`src/vec_pkg.sv`:
```
////////////////////////////////////////
// Shared sizes, element address split,
// opcode and decode state encodings for
// the vector execution slice
////////////////////////////////////////

package vec_pkg;

  ////////////////////////////////////////
  // Sizes
  ////////////////////////////////////////

  localparam int unsigned NrVregs   = 8;
  localparam int unsigned NrElems   = 4;
  localparam int unsigned ElemWidth = 32;
  localparam int unsigned ElemBytes = ElemWidth / 8;
  // One bank per element slot
  localparam int unsigned NrBanks   = NrElems;

  localparam int unsigned VregIdxWidth = $clog2(NrVregs);
  localparam int unsigned ElemIdxWidth = $clog2(NrElems);
  localparam int unsigned VaddrWidth   = VregIdxWidth + ElemIdxWidth;
  localparam int unsigned VlWidth      = ElemIdxWidth + 1;
  localparam int unsigned OpWidth      = 3;

  ////////////////////////////////////////
  // Types
  ////////////////////////////////////////

  typedef logic [VregIdxWidth-1:0] vreg_idx_t;
  typedef logic [ElemIdxWidth-1:0] elem_idx_t;
  // Register index on top, element (bank) index below
  typedef logic [VaddrWidth-1:0]   vaddr_t;
  typedef logic [ElemWidth-1:0]    elem_t;
  typedef logic [ElemBytes-1:0]    be_t;
  typedef logic [VlWidth-1:0]      vl_t;

  // Codes 6 and 7 are not assigned
  typedef enum logic [OpWidth-1:0] {
    OP_VADD = 3'd0,
    OP_VSUB = 3'd1,
    OP_VAND = 3'd2,
    OP_VOR  = 3'd3,
    OP_VXOR = 3'd4,
    OP_VMUL = 3'd5
  } vec_op_e;

  typedef enum logic [1:0] {
    IDLE = 2'd0,
    BUSY = 2'd1,
    ACK  = 2'd2
  } dec_state_e;

endpackage

```
`src/vec_bank.sv`:
```
////////////////////////////////////////
// Single register file bank, flip-flop
// storage with byte-enabled write
////////////////////////////////////////

`timescale 1ns/1ps

module vec_bank import vec_pkg::*; (
  input  logic      clk,
  input  logic      rst_ni,
  // Read ports
  input  vreg_idx_t raddr0_i,
  input  vreg_idx_t raddr1_i,
  output elem_t     rdata0_o,
  output elem_t     rdata1_o,
  // Write port
  input  logic      we_i,
  input  vreg_idx_t waddr_i,
  input  elem_t     wdata_i,
  input  be_t       wbe_i
);

  // One element of every vector register
  elem_t mem_q [NrVregs];

  always_ff @(posedge clk) begin
    if (!rst_ni) begin
      for (int r = 0; r < NrVregs; r++) begin
        mem_q[r] <= '0;
      end
    end else if (we_i) begin
      for (int b = 0; b < ElemBytes; b++) begin
        if (wbe_i[b]) begin
          mem_q[waddr_i][8*b +: 8] <= wdata_i[8*b +: 8];
        end
      end
    end
  end

  // Reads see the stored value, no bypass
  assign rdata0_o = mem_q[raddr0_i];
  assign rdata1_o = mem_q[raddr1_i];

endmodule

```
`src/vec_decode.sv`:
```
////////////////////////////////////////
// Instruction latch, opcode check and
// four-phase req/ack handshake FSM
////////////////////////////////////////

`timescale 1ns/1ps

module vec_decode import vec_pkg::*; (
  input  logic               clk,
  input  logic               rst_ni,
  // Instruction handshake
  input  logic               req_i,
  input  logic [OpWidth-1:0] op_i,
  input  vreg_idx_t          vd_i,
  input  vreg_idx_t          vs1_i,
  input  vreg_idx_t          vs2_i,
  input  vl_t                vl_i,
  output logic               ack_o,
  // Execute side
  input  logic               done_i,
  output logic               start_o,
  output vec_op_e            op_o,
  output vreg_idx_t          vd_o,
  output vreg_idx_t          vs1_o,
  output vreg_idx_t          vs2_o,
  output vl_t                vl_o
);

  dec_state_e state_q, state_d;
  logic       accept;
  logic       op_legal;
  logic       legal_q;
  logic       start_q;

  assign accept   = (state_q == IDLE) && req_i;
  assign op_legal = (op_i <= OP_VMUL);

  // Illegal ops still spend one BUSY cycle before ACK
  always_comb begin
    state_d = state_q;
    case (state_q)
      IDLE:    if (req_i) state_d = BUSY;
      BUSY:    if (done_i || !legal_q) state_d = ACK;
      ACK:     if (!req_i) state_d = IDLE;
      default: state_d = IDLE;
    endcase
  end

  always_ff @(posedge clk) begin
    if (!rst_ni) begin
      state_q <= IDLE;
      legal_q <= 1'b0;
      start_q <= 1'b0;
    end else begin
      state_q <= state_d;
      start_q <= accept && op_legal;
      if (accept) begin
        legal_q <= op_legal;
      end
    end
  end

  // Instruction fields, held while busy
  always_ff @(posedge clk) begin
    if (accept) begin
      op_o  <= vec_op_e'(op_i);
      vd_o  <= vd_i;
      vs1_o <= vs1_i;
      vs2_o <= vs2_i;
      vl_o  <= vl_i;
    end
  end

  assign start_o = start_q;
  assign ack_o   = (state_q == ACK);

endmodule

```
`src/vec_execute.sv`:
```
////////////////////////////////////////
// Element sequencer and ALU, one element
// pair read and computed per cycle
////////////////////////////////////////

`timescale 1ns/1ps

module vec_execute import vec_pkg::*; (
  input  logic      clk,
  input  logic      rst_ni,
  input  logic      start_i,
  input  vec_op_e   op_i,
  input  vreg_idx_t vs1_i,
  input  vreg_idx_t vs2_i,
  input  vreg_idx_t vd_i,
  input  vl_t       vl_i,
  // Operand reads
  output logic      vs1_re_o,
  output vaddr_t    vs1_raddr_o,
  output logic      vs2_re_o,
  output vaddr_t    vs2_raddr_o,
  input  elem_t     vs1_rdata_i,
  input  elem_t     vs2_rdata_i,
  // Registered result
  output logic      res_valid_o,
  output vaddr_t    res_addr_o,
  output elem_t     res_data_o,
  output logic      res_last_o
);

  logic      active_q;
  elem_idx_t idx_q;
  logic      last_elem;
  elem_t     alu_res;

  // Also stops at the top slot for an out of range vl
  assign last_elem = (idx_q == elem_idx_t'(NrElems - 1)) ||
                     (vl_t'(idx_q) + vl_t'(1) >= vl_i);

  always_ff @(posedge clk) begin
    if (!rst_ni) begin
      active_q <= 1'b0;
      idx_q    <= '0;
    end else if (start_i) begin
      active_q <= 1'b1;
      idx_q    <= '0;
    end else if (active_q) begin
      active_q <= !last_elem;
      idx_q    <= idx_q + elem_idx_t'(1);
    end
  end

  assign vs1_re_o    = active_q;
  assign vs2_re_o    = active_q;
  assign vs1_raddr_o = {vs1_i, idx_q};
  assign vs2_raddr_o = {vs2_i, idx_q};

  // vs2 is the left operand
  always_comb begin
    case (op_i)
      OP_VADD: alu_res = vs2_rdata_i + vs1_rdata_i;
      OP_VSUB: alu_res = vs2_rdata_i - vs1_rdata_i;
      OP_VAND: alu_res = vs2_rdata_i & vs1_rdata_i;
      OP_VOR:  alu_res = vs2_rdata_i | vs1_rdata_i;
      OP_VXOR: alu_res = vs2_rdata_i ^ vs1_rdata_i;
      OP_VMUL: alu_res = vs2_rdata_i * vs1_rdata_i;
      default: alu_res = '0;
    endcase
  end

  always_ff @(posedge clk) begin
    if (!rst_ni) begin
      res_valid_o <= 1'b0;
      res_last_o  <= 1'b0;
    end else begin
      res_valid_o <= active_q;
      res_last_o  <= active_q && last_elem;
    end
  end

  always_ff @(posedge clk) begin
    res_addr_o <= {vd_i, idx_q};
    res_data_o <= alu_res;
  end

endmodule

```
`src/vec_result.sv`:
```
////////////////////////////////////////
// Writeback of computed elements and
// completion pulse
////////////////////////////////////////

`timescale 1ns/1ps

module vec_result import vec_pkg::*; (
  input  logic   clk,
  input  logic   rst_ni,
  // From execute
  input  logic   res_valid_i,
  input  vaddr_t res_addr_i,
  input  elem_t  res_data_i,
  input  logic   res_last_i,
  // Register file write port 0
  output logic   we_o,
  output vaddr_t waddr_o,
  output elem_t  wdata_o,
  // To decode
  output logic   done_o
);

  logic done_q;

  // Write goes out in the cycle the result is held
  assign we_o    = res_valid_i;
  assign waddr_o = res_addr_i;
  assign wdata_o = res_valid_i ? res_data_i : '0;

  // Last element lands at the edge that raises done
  always_ff @(posedge clk) begin
    if (!rst_ni) begin
      done_q <= 1'b0;
    end else begin
      done_q <= res_valid_i && res_last_i;
    end
  end

  assign done_o = done_q;

endmodule

```
`src/vec_unit_top.sv`:
```
////////////////////////////////////////
// Vector unit top, decode, execute,
// writeback and register file
////////////////////////////////////////

`timescale 1ns/1ps

module vec_unit_top import vec_pkg::*; (
  input  logic               clk,
  input  logic               rst_ni,
  // Instruction handshake
  input  logic               req_i,
  output logic               ack_o,
  input  logic [OpWidth-1:0] op_i,
  input  vreg_idx_t          vd_i,
  input  vreg_idx_t          vs1_i,
  input  vreg_idx_t          vs2_i,
  input  vl_t                vl_i,
  // External element write
  input  logic               ext_we_i,
  input  vaddr_t             ext_waddr_i,
  input  elem_t              ext_wdata_i,
  input  be_t                ext_wbe_i,
  output logic               ext_wgnt_o,
  // External element read
  input  logic               ext_re_i,
  input  vaddr_t             ext_raddr_i,
  output elem_t              ext_rdata_o,
  output logic               ext_rvalid_o
);

  // Decode to execute
  logic      start;
  vec_op_e   dec_op;
  vreg_idx_t dec_vd;
  vreg_idx_t dec_vs1;
  vreg_idx_t dec_vs2;
  vl_t       dec_vl;
  logic      done;

  // Operand reads
  logic      vs1_re;
  vaddr_t    vs1_raddr;
  elem_t     vs1_rdata;
  logic      vs2_re;
  vaddr_t    vs2_raddr;
  elem_t     vs2_rdata;

  // Execute to writeback
  logic      res_valid;
  vaddr_t    res_addr;
  elem_t     res_data;
  logic      res_last;
  logic      res_we;
  vaddr_t    res_waddr;
  elem_t     res_wdata;

  vec_decode i_decode (
    .clk     (clk),
    .rst_ni  (rst_ni),
    .req_i   (req_i),
    .op_i    (op_i),
    .vd_i    (vd_i),
    .vs1_i   (vs1_i),
    .vs2_i   (vs2_i),
    .vl_i    (vl_i),
    .ack_o   (ack_o),
    .done_i  (done),
    .start_o (start),
    .op_o    (dec_op),
    .vd_o    (dec_vd),
    .vs1_o   (dec_vs1),
    .vs2_o   (dec_vs2),
    .vl_o    (dec_vl)
  );

  vec_execute i_execute (
    .clk         (clk),
    .rst_ni      (rst_ni),
    .start_i     (start),
    .op_i        (dec_op),
    .vs1_i       (dec_vs1),
    .vs2_i       (dec_vs2),
    .vd_i        (dec_vd),
    .vl_i        (dec_vl),
    .vs1_re_o    (vs1_re),
    .vs1_raddr_o (vs1_raddr),
    .vs2_re_o    (vs2_re),
    .vs2_raddr_o (vs2_raddr),
    .vs1_rdata_i (vs1_rdata),
    .vs2_rdata_i (vs2_rdata),
    .res_valid_o (res_valid),
    .res_addr_o  (res_addr),
    .res_data_o  (res_data),
    .res_last_o  (res_last)
  );

  vec_result i_result (
    .clk         (clk),
    .rst_ni      (rst_ni),
    .res_valid_i (res_valid),
    .res_addr_i  (res_addr),
    .res_data_i  (res_data),
    .res_last_i  (res_last),
    .we_o        (res_we),
    .waddr_o     (res_waddr),
    .wdata_o     (res_wdata),
    .done_o      (done)
  );

  vec_vrf i_vrf (
    .clk          (clk),
    .rst_ni       (rst_ni),
    .res_we_i     (res_we),
    .res_waddr_i  (res_waddr),
    .res_wdata_i  (res_wdata),
    .ext_we_i     (ext_we_i),
    .ext_waddr_i  (ext_waddr_i),
    .ext_wdata_i  (ext_wdata_i),
    .ext_wbe_i    (ext_wbe_i),
    .ext_wgnt_o   (ext_wgnt_o),
    .vs2_re_i     (vs2_re),
    .vs2_raddr_i  (vs2_raddr),
    .vs2_rdata_o  (vs2_rdata),
    .vs1_re_i     (vs1_re),
    .vs1_raddr_i  (vs1_raddr),
    .vs1_rdata_o  (vs1_rdata),
    .ext_re_i     (ext_re_i),
    .ext_raddr_i  (ext_raddr_i),
    .ext_rdata_o  (ext_rdata_o),
    .ext_rvalid_o (ext_rvalid_o)
  );

endmodule

```
`src/vec_vrf.sv`:
```
////////////////////////////////////////
// Banked vector register file, maps the
// result, operand and external ports
// onto four banks by fixed priority
////////////////////////////////////////

`timescale 1ns/1ps

module vec_vrf import vec_pkg::*; (
  input  logic   clk,
  input  logic   rst_ni,
  // Result write, highest priority
  input  logic   res_we_i,
  input  vaddr_t res_waddr_i,
  input  elem_t  res_wdata_i,
  // External write
  input  logic   ext_we_i,
  input  vaddr_t ext_waddr_i,
  input  elem_t  ext_wdata_i,
  input  be_t    ext_wbe_i,
  output logic   ext_wgnt_o,
  // Operand reads
  input  logic   vs2_re_i,
  input  vaddr_t vs2_raddr_i,
  output elem_t  vs2_rdata_o,
  input  logic   vs1_re_i,
  input  vaddr_t vs1_raddr_i,
  output elem_t  vs1_rdata_o,
  // External read, shares bank port 1 with vs1
  input  logic   ext_re_i,
  input  vaddr_t ext_raddr_i,
  output elem_t  ext_rdata_o,
  output logic   ext_rvalid_o
);

  // Bank number from the low address bits
  function automatic elem_idx_t bank_of(vaddr_t addr);
    return addr[ElemIdxWidth-1:0];
  endfunction

  // Register index inside a bank
  function automatic vreg_idx_t row_of(vaddr_t addr);
    return addr[VaddrWidth-1:ElemIdxWidth];
  endfunction

  vreg_idx_t [NrBanks-1:0] bank_raddr0;
  vreg_idx_t [NrBanks-1:0] bank_raddr1;
  elem_t     [NrBanks-1:0] bank_rdata0;
  elem_t     [NrBanks-1:0] bank_rdata1;
  logic      [NrBanks-1:0] bank_we;
  vreg_idx_t [NrBanks-1:0] bank_waddr;
  elem_t     [NrBanks-1:0] bank_wdata;
  be_t       [NrBanks-1:0] bank_wbe;

  ////////////////////////////////////////
  // Write mapping
  ////////////////////////////////////////

  always_comb begin
    bank_we    = '0;
    bank_waddr = '0;
    bank_wdata = '0;
    bank_wbe   = '0;
    ext_wgnt_o = 1'b0;
    for (int i = 0; i < NrBanks; i++) begin
      if (res_we_i && bank_of(res_waddr_i) == elem_idx_t'(i)) begin
        bank_we[i]    = 1'b1;
        bank_waddr[i] = row_of(res_waddr_i);
        bank_wdata[i] = res_wdata_i;
        bank_wbe[i]   = '1;
      end else if (ext_we_i && bank_of(ext_waddr_i) == elem_idx_t'(i)) begin
        bank_we[i]    = 1'b1;
        bank_waddr[i] = row_of(ext_waddr_i);
        bank_wdata[i] = ext_wdata_i;
        bank_wbe[i]   = ext_wbe_i;
        ext_wgnt_o    = 1'b1;
      end
    end
  end

  ////////////////////////////////////////
  // Read mapping
  ////////////////////////////////////////

  always_comb begin
    bank_raddr0  = '0;
    bank_raddr1  = '0;
    ext_rvalid_o = 1'b0;
    for (int i = 0; i < NrBanks; i++) begin
      // Port 0 only serves vs2
      if (vs2_re_i && bank_of(vs2_raddr_i) == elem_idx_t'(i)) begin
        bank_raddr0[i] = row_of(vs2_raddr_i);
      end
      // Port 1, vs1 ahead of the external reader
      if (vs1_re_i && bank_of(vs1_raddr_i) == elem_idx_t'(i)) begin
        bank_raddr1[i] = row_of(vs1_raddr_i);
      end else if (ext_re_i && bank_of(ext_raddr_i) == elem_idx_t'(i)) begin
        bank_raddr1[i] = row_of(ext_raddr_i);
        ext_rvalid_o   = 1'b1;
      end
    end
  end

  assign vs2_rdata_o = vs2_re_i ? bank_rdata0[bank_of(vs2_raddr_i)] : '0;
  assign vs1_rdata_o = vs1_re_i ? bank_rdata1[bank_of(vs1_raddr_i)] : '0;
  assign ext_rdata_o = ext_rvalid_o ? bank_rdata1[bank_of(ext_raddr_i)] : '0;

  ////////////////////////////////////////
  // Banks
  ////////////////////////////////////////

  for (genvar b = 0; b < NrBanks; b++) begin : gen_banks
    vec_bank i_bank (
      .clk      (clk),
      .rst_ni   (rst_ni),
      .raddr0_i (bank_raddr0[b]),
      .raddr1_i (bank_raddr1[b]),
      .rdata0_o (bank_rdata0[b]),
      .rdata1_o (bank_rdata1[b]),
      .we_i     (bank_we[b]),
      .waddr_i  (bank_waddr[b]),
      .wdata_i  (bank_wdata[b]),
      .wbe_i    (bank_wbe[b])
    );
  end

endmodule

```
`config.mk`:
```
export PLATFORM = sky130hd
export DESIGN_NAME = vec_unit_top
export DESIGN_NICKNAME = d
export VERILOG_FILES = /design/src/vec_pkg.sv /design/src/vec_bank.sv /design/src/vec_decode.sv /design/src/vec_execute.sv /design/src/vec_result.sv /design/src/vec_unit_top.sv /design/src/vec_vrf.sv
export SDC_FILE = /design/constraint.sdc
export NUM_CORES = 2
export LEC_CHECK = 0
export BUFFER_PORTS_ARGS = -buffer_cell sky130_fd_sc_hd__buf_2
export CAP_MARGIN = 20
export CORE_UTILIZATION = 50
export DETAILED_ROUTE_END_ITERATION = 6
export MAX_ROUTING_LAYER = met4
export PLACE_DENSITY = 0.66
export SETUP_SLACK_MARGIN = 0.1
export SLEW_MARGIN = 20
export SYNTH_ARGS = -nofsm -noshare
export SYNTH_HDL_FRONTEND = slang
export SYNTH_SLANG_ARGS = --single-unit
```
`constraint.sdc`:
```
create_clock -name clk -period 12.8 [get_ports clk]
set_input_delay 0.64 -clock clk [delete_from_list [all_inputs] [get_ports clk]]
set_output_delay 0.64 -clock clk [all_outputs]
set_load 0.05 [all_outputs]
```
Word-level counts from Yosys, hierarchy flattened:

Memories as Yosys holds them, arrays and structs flattened.
Cells that the tools add are included.

* flip-flop bits (word level): 62
* memory bits (writable): 1024
* input port bits: 66
* logic and storage cells: 243
* memories: 4

* $add $sub $neg: 4
* $mul: 1
* $lt $le $gt $ge: 4
* eq/ne operators: 22
* multiplexer cells: 153
* bitwise logic cells: 4
* reduce and logical (&&, ||, !) cells: 36

Memory list
* i_vrf.gen_banks[0].i_bank.mem_q: depth 8, bits a word 32, read ports 2, clocked after Yosys merged registers in 0, write ports 8, RTL line vec_bank.sv:24 `elem_t mem_q [NrVregs];`
* i_vrf.gen_banks[1].i_bank.mem_q: depth 8, bits a word 32, read ports 2, clocked after Yosys merged registers in 0, write ports 8, RTL line vec_bank.sv:24
* i_vrf.gen_banks[2].i_bank.mem_q: depth 8, bits a word 32, read ports 2, clocked after Yosys merged registers in 0, write ports 8, RTL line vec_bank.sv:24
* i_vrf.gen_banks[3].i_bank.mem_q: depth 8, bits a word 32, read ports 2, clocked after Yosys merged registers in 0, write ports 8, RTL line vec_bank.sv:24

Operators with widths (count)
* 32-bit 2-to-1 mux: 19
* 32-bit binary-select mux with 2-bit select: 3
* 32-bit case mux with 6 select lines: 1
* 32-bit OR reduction: 4
* 1-bit 2-to-1 mux: 90
* 3-bit 2-to-1 mux: 24
* 4-bit 2-to-1 mux: 12
* 32-bit adder: 1
* 32-bit bitwise AND: 1
* 32-bit by 32-bit multiplier with 32-bit output: 1
* 32-bit bitwise OR: 1
* 32-bit subtractor: 1
* 32-bit bitwise XOR: 1
* 1-bit logical AND: 20
* 2-bit == test, second input constant: 9
* 2-bit by 1-bit == test with 1-bit output, second input constant: 5
* 2-bit zero test: 5
* 3-bit by 2-bit == test with 1-bit output, second input constant: 2
* 3-bit == test, second input constant: 2
* 2-bit by 3-bit < comparator with 1-bit output, second input constant: 2
* 2-bit 2-to-1 mux: 3
* 2-bit case mux with 3 select lines: 1
* 2-bit inequality test, second input constant: 2
* 2-bit by 1-bit adder with 3-bit output, second input constant: 1
* 11 further kinds: 13

Longest topological paths before layout:

* depth in word-level cells: 11
* depth in mapped cells: 49

Cells and area by module:

From an unflattened synthesis, not the netlist that was laid out.

* cells, all modules: 6475
* area total of the unflattened synthesis: 81116.5 µm²

Modules (own cells, without submodules)
* vec_bank: instances 4, cells each 877, area an instance 13728.2 µm², sequential area each 7687.4 µm²
* vec_execute: instances 1, cells each 2395, area an instance 20210.6 µm², sequential area each 840.8 µm²
* vec_vrf: instances 1, cells each 498, area an instance 5046.1 µm², sequential area each 0.0 µm²
* vec_decode: instances 1, cells each 31, area an instance 619.3 µm², sequential area each 530.5 µm²
* vec_result: instances 1, cells each 43, area an instance 327.8 µm², sequential area each 20.0 µm²

Least setup slack after synthesis:

Ideal clock, no wire load.

* kind: flip-flop to flip-flop
* from: reg i_execute.idx_q[0]
* to: reg i_execute.res_data_o[31]
* library setup time: 0.133 ns
* arrival: 10.934 ns
* required time: 12.667 ns
* path slack: 1.733 ns
* stages on the path, launching flop included: 48
* path buffers: 11
* path through: dfxtp_1 inv_1 buf_2 buf_1 buf_1 clkbuf_1 ha_1 buf_2 and2_1 o31a_1 buf_4 buf_6 buf_4 buf_2 mux2i_1 mux2i_1 mux2i_1 nor2_1 [12 not listed] fa_1 inv_1 fa_1 inv_1 fa_1 fa_1 ha_1 a21o_1 a21oi_1 nand2b_1 a31oi_1 nor3_1 o221ai_1 a21oi_1 a21o_1 a21oi_1 xnor2_1 o221ai_1

* longest elaborated chain between the ends: 9
* elaborated cells between the ends (all ways): 33

RTL lines
* from (decl): RTL line vec_execute.sv:32 `elem_idx_t idx_q;`
* from (signal assigned): RTL line vec_execute.sv:49 `idx_q <= idx_q + elem_idx_t'(1);`
* 2-bit by 1-bit == test with 1-bit output, or another cell as far along: RTL line vec_vrf.sv:91, vec_vrf.sv:95
* 1-bit logical AND: RTL line vec_vrf.sv:91, vec_vrf.sv:95
* 3-bit 2-to-1 mux (on tied branches): RTL line vec_vrf.sv:91, vec_vrf.sv:95
* memory 8 x 32 bit
* 32-bit binary-select mux with 2-bit select (on tied branches): RTL line vec_vrf.sv:104, vec_vrf.sv:105
* 32-bit 2-to-1 mux (on tied branches) (2 in a row): RTL line vec_vrf.sv:104, vec_vrf.sv:105
* 32-bit by 32-bit multiplier with 32-bit output, or another cell as far along: RTL line vec_execute.sv:66 `OP_VMUL: alu_res = vs2_rdata_i * vs1_rdata_i;`
* 32-bit case mux with 6 select lines *: RTL line vec_execute.sv:60 `case (op_i)`
* via i_execute.alu_res[31]: RTL line vec_execute.sv:34 `elem_t alu_res;`
* to (signal assigned): RTL line vec_execute.sv:83 `res_data_o <= alu_res;`
* to (decl): RTL line vec_execute.sv:27 `output elem_t res_data_o,`

Mark *: on every way through the listed nets, which the timed path passes. The rest lies on a longest branch. The select of a mux whose other input is x is not followed.
A chain may end at the register's enable or synchronous reset.

Worst setup path after layout:

* from: reg i_execute.idx_q[1]
* to: reg i_execute.res_data_o[31]

The elaborated chain is that of the path after synthesis.

==> metrics.md <==
| Metric | Value |
|---|---|
| Transition time of the tightest slew-check pin | `1.17 ns` |
| Total setup buffers inserted after CTS | `0` |
| Number of port buffers | `100` |
| Net Switching | `3.11 mW` |
| Data arrival, critical path | `12.85 ns` |
| Share of the synthesized area in the top cell type | `0.395` |
| Result of the run | `finished, violations left` |
| DRC violation count after routing | `2` |
| Async set or reset register ratio after synthesis | `0` |
| Core Rows | `145` |
| Max Fanout on Critical Path | `25` |
| Gate Count Post-Synth | `7342` |
| Most frequent cell on the critical path | `sky130_fd_sc_hd__fa_1` |
| Max-slew violation count | `0` |
| Pin count of the biggest net entering global routing | `87` |
| Die outline area | `0.159 mm^2` |
| Sort of element at the end of the critical path | `register` |
| Cts hold-fix bufs | `0` |
| Routability cong. | `1.08` |
| Minimum setup slack after placement | `0.985 ns` |
| Most common cell after layout, fill and taps aside | `sky130_fd_sc_hd__nor2_1` |
| Clock tree from TritonCTS | `done` |
| Critical path's largest stage delay | `0.92 ns` |
| Sequential element share of the synthesized area | `0.407` |
| Clock input transition at the sequential cells of the worst setup and hold paths | `0.07 ns` |
| CTS buffer count | `110` |
| Final setup violation count | `0` |
| Via count of the first global-routing pass | `62.4k` |
| Dominant register cell in the synthesized netlist | `sky130_fd_sc_hd__edfxtp_1` |
| Post-route cell area | `0.0853 mm^2` |
| Fmax | `81.7 MHz` |
| Lkg Pwr | `34.2 nW` |
| IO Pins | `101` |
| Slowest library cell on the worst path | `sky130_fd_sc_hd__a41oi_4` |
| Buffers and inverters on the worst path | `9` |
| Int Power | `6.54 mW` |
| Detailed placement HPWL | `244 mm` |
| Critical path type | `register to register` |
| Worst reg-to-reg setup slack | `0.57 ns` |
| Area leader, netlist | `sky130_fd_sc_hd__edfxtp_1` |
| Count of endpoints failing hold in the final timing report | `0` |
| Initial antenna violation count | `33` |
| Power density over the cells | `113 mW/mm^2` |
| CTS H-tree lvls | `3` |
| Post-Route WL | `326 mm` |
| Final cell count without fillers | `9519` |
| Initial standard-cell utilization of the core | `0.505` |
| Family with the most delay on the worst path | `adder cells` |
| Global-route total usage across every layer | `0.418` |
| Setup repair after global routing missed its margin | `no` |
| Final period util | `0.956` |
| Per-cell via count in the routed design | `6.81` |
| Iter 0 DRT Violations | `10.7k` |
| Violated checks | `DRC` |
| Final cell utilization of the core | `0.546` |
| Syn_area_per_cell | `10.8 um^2` |
| Syn Std Cell Area | `0.0789 mm^2` |
| Net count, final | `8048` |
| Number of clock sinks seen by CTS | `1086` |
| Number of nets still failing antenna checks after routing | `0` |
| Per-cell routed wire length | `34.3 um` |
| Clk buf depth | `3` |
| Vias post-DR | `64.8k` |
| Flop and latch count out of synthesis | `1086` |
| Sort of element at the start of the critical path | `register` |
| Setup ws final | `0.565 ns` |
| Placed Instance Area | `0.0817 mm^2` |
| Synthesized Nets | `8043` |
| Clock latency on the worst-skew pair | `0.78 ns` |
| Number of detailed-route iterations in the first pass | `7` |
| Post-route setup TNS | `0 ns` |
| Count of distinct cell types in the synthesized netlist | `97` |
| Sw Share | `0.322` |
| Count of max-cap constraint violations | `0` |
| Core box area | `0.156 mm^2` |
| Fraction of final layout cells with drive strength greater than 1 | `0.125` |
| Share of power burned in the clock network | `0.339` |
| Synthesis-to-layout area growth | `8.08%` |
| Type of the tightest min-delay check | `input port to register` |
| Post-synth EDFFs | `1039` |
| Worst Path Required | `13.41 ns` |
| Vertical die dimension | `399 um` |
| Yosys warning total | `0` |
| Logic pwr share | `0.221` |
| Clock period minus final worst setup slack | `12.23 ns` |
| Commonest cells after routing, fill and taps aside | `sky130_fd_sc_hd__nor2_1 (1428), sky130_fd_sc_hd__edfxtp_1 (1039), sky130_fd_sc_hd__nand2_1 (706), sky130_fd_sc_hd__mux2i_1 (556), sky130_fd_sc_hd__inv_1 (552)` |
| Global-route wire length before repair | `456 mm` |
| Clock Skew | `0.0348 ns` |
| DIE WIDTH | `399 um` |
| Worst vdd ir | `0.000138 V` |
| Worst Hold Margin | `0.0472 ns` |
| Share of total power in sequential cells | `0.439` |
| Relative max-transition margin | `0.200` |
| Placed instance count | `9291` |
| Root cell of the clock tree | `sky130_fd_sc_hd__clkbuf_16` |
| Total congestion overflow after global routing | `0` |
| Overall power consumption | `9.65 mW` |
| Dominant cells by area after synthesis | `sky130_fd_sc_hd__edfxtp_1 (40%), sky130_fd_sc_hd__fa_1 (10%), sky130_fd_sc_hd__mux2i_1 (7.1%)` |
| Cells resized by post-CTS repair | `0` |
## final timing paths
path | depth (start not counted) | to | from
setup / recovery | 36 | i_execute.res_data_o[31]$_DFF_P_ | i_execute.idx_q[1]$_SDFFE_PP0P_
hold / removal | 1 | i_decode.vs2_o[2]$_DFFE_PP_ | vs2_i[2]
setup reg to reg | 36 | i_execute.res_data_o[31]$_DFF_P_ | i_execute.idx_q[1]$_SDFFE_PP0P_
hold reg to reg | 0 | i_execute.res_addr_o[3]$_DFF_P_ | i_decode.vd_o[1]$_DFFE_PP_
## power groups by stage
stage | combinational (mW) | clock, mW | sequential (mW)
global route | 2.21 | 3.37 | 4.24
global placement | 2.02 | 0 | 4.28
CTS | 2.05 | 3.24 | 4.21
detailed placement | 2.04 | 0 | 4.29
floorplan | 1.27 | 0 | 4.17
finish | 2.14 | 3.28 | 4.24
## worst reg2reg max path, delay by kind of cell (launching register included)
family / cells / cell delay (ns)
simple gates: 4 / 0.72
compound gates: 8 / 2.54
xor+xnor: 1 / 0.16
buf+inv: 9 / 1.88
mux: 3 / 1.51
flops: 1 / 0.33
fa+ha+maj: 11 / 4.96
## registers in the layout, summed over array words and instances (netlist names)
| register | cells |
|---|---|
| i_decode.start_o | 1 |
| i_execute.idx_q | 2 |
| i_decode.vd_o | 3 |
| i_decode.vl_o | 3 |
| i_decode.legal_q | 1 |
| i_decode.vs2_o | 3 |
| i_decode.state_q | 2 |
| i_result.done_o | 1 |
| i_execute.vs1_re_o | 1 |
| i_decode.vs1_o | 3 |
| i_execute.res_data_o | 32 |
| i_execute.res_valid_o | 1 |
| i_execute.res_last_o | 1 |
| i_vrf.gen_banks.i_bank.mem_q | 1024 |
| i_execute.res_addr_o | 5 |
| i_decode.op_o | 3 |
## synthesized netlist by cell type, types with 49 or more instances
master,count
sky130_fd_sc_hd__edfxtp_1,1039
sky130_fd_sc_hd__nand2b_1,60
sky130_fd_sc_hd__ha_1,226
sky130_fd_sc_hd__a21oi_1,148
sky130_fd_sc_hd__inv_1,554
sky130_fd_sc_hd__nor3_1,63
sky130_fd_sc_hd__clkbuf_1,187
sky130_fd_sc_hd__buf_4,70
sky130_fd_sc_hd__a221oi_1,142
sky130_fd_sc_hd__xnor2_1,98
sky130_fd_sc_hd__a22oi_1,173
sky130_fd_sc_hd__or2_2,51
sky130_fd_sc_hd__mux2_2,100
sky130_fd_sc_hd__mux4_2,235
sky130_fd_sc_hd__a31oi_1,57
sky130_fd_sc_hd__fa_1,409
sky130_fd_sc_hd__nor2b_1,49
sky130_fd_sc_hd__o21ai_0,105
sky130_fd_sc_hd__nor2_1,1433
sky130_fd_sc_hd__o22ai_1,50
sky130_fd_sc_hd__nand2_1,706
sky130_fd_sc_hd__and3_1,49
sky130_fd_sc_hd__buf_2,99
sky130_fd_sc_hd__a211oi_1,59
sky130_fd_sc_hd__and2_1,54
sky130_fd_sc_hd__mux2i_1,556
sky130_fd_sc_hd__nand3_1,105
## logic make-up (layout without fill, tap and decap cells)
logic type	after synthesis	after routing	synth area share
AO/OA/AOI/OAI	975	975	0.0906
adder cells (fa/ha/maj)	635	635	0.140
flip-flops	1086	1086	0.407
AND/OR/NAND/NOR	2644	2644	0.140
other	0	30	0
buffers and inverters	983	1072	0.0553
XOR/XNOR	128	128	0.0154
multiplexers	891	891	0.152
## layout make-up
class	count	area, um^2
Clock buffer	152	3020
Clock inverter	44	463
Inverter	561	2110
Fill cell	13600	71100
Timing Repair Buffer	315	2220
Tap cell	2058	2570
Sequential cell	1086	32100
Antenna cell	30	75.1
Multi-Input combinational cell	5273	42700
## routing by layer
layer,part of all wire,wire length [um],GRT usage,vias to the layer above
li1,-,-,-,26200
met1,0.34,111000,0.507,32000
met2,0.42,138000,0.590,5385
met3,0.15,49900,0.142,1252
met4,0.083,27100,0.277,0
met5,0,0,-,-
Power figures use the tool's default switching activity.
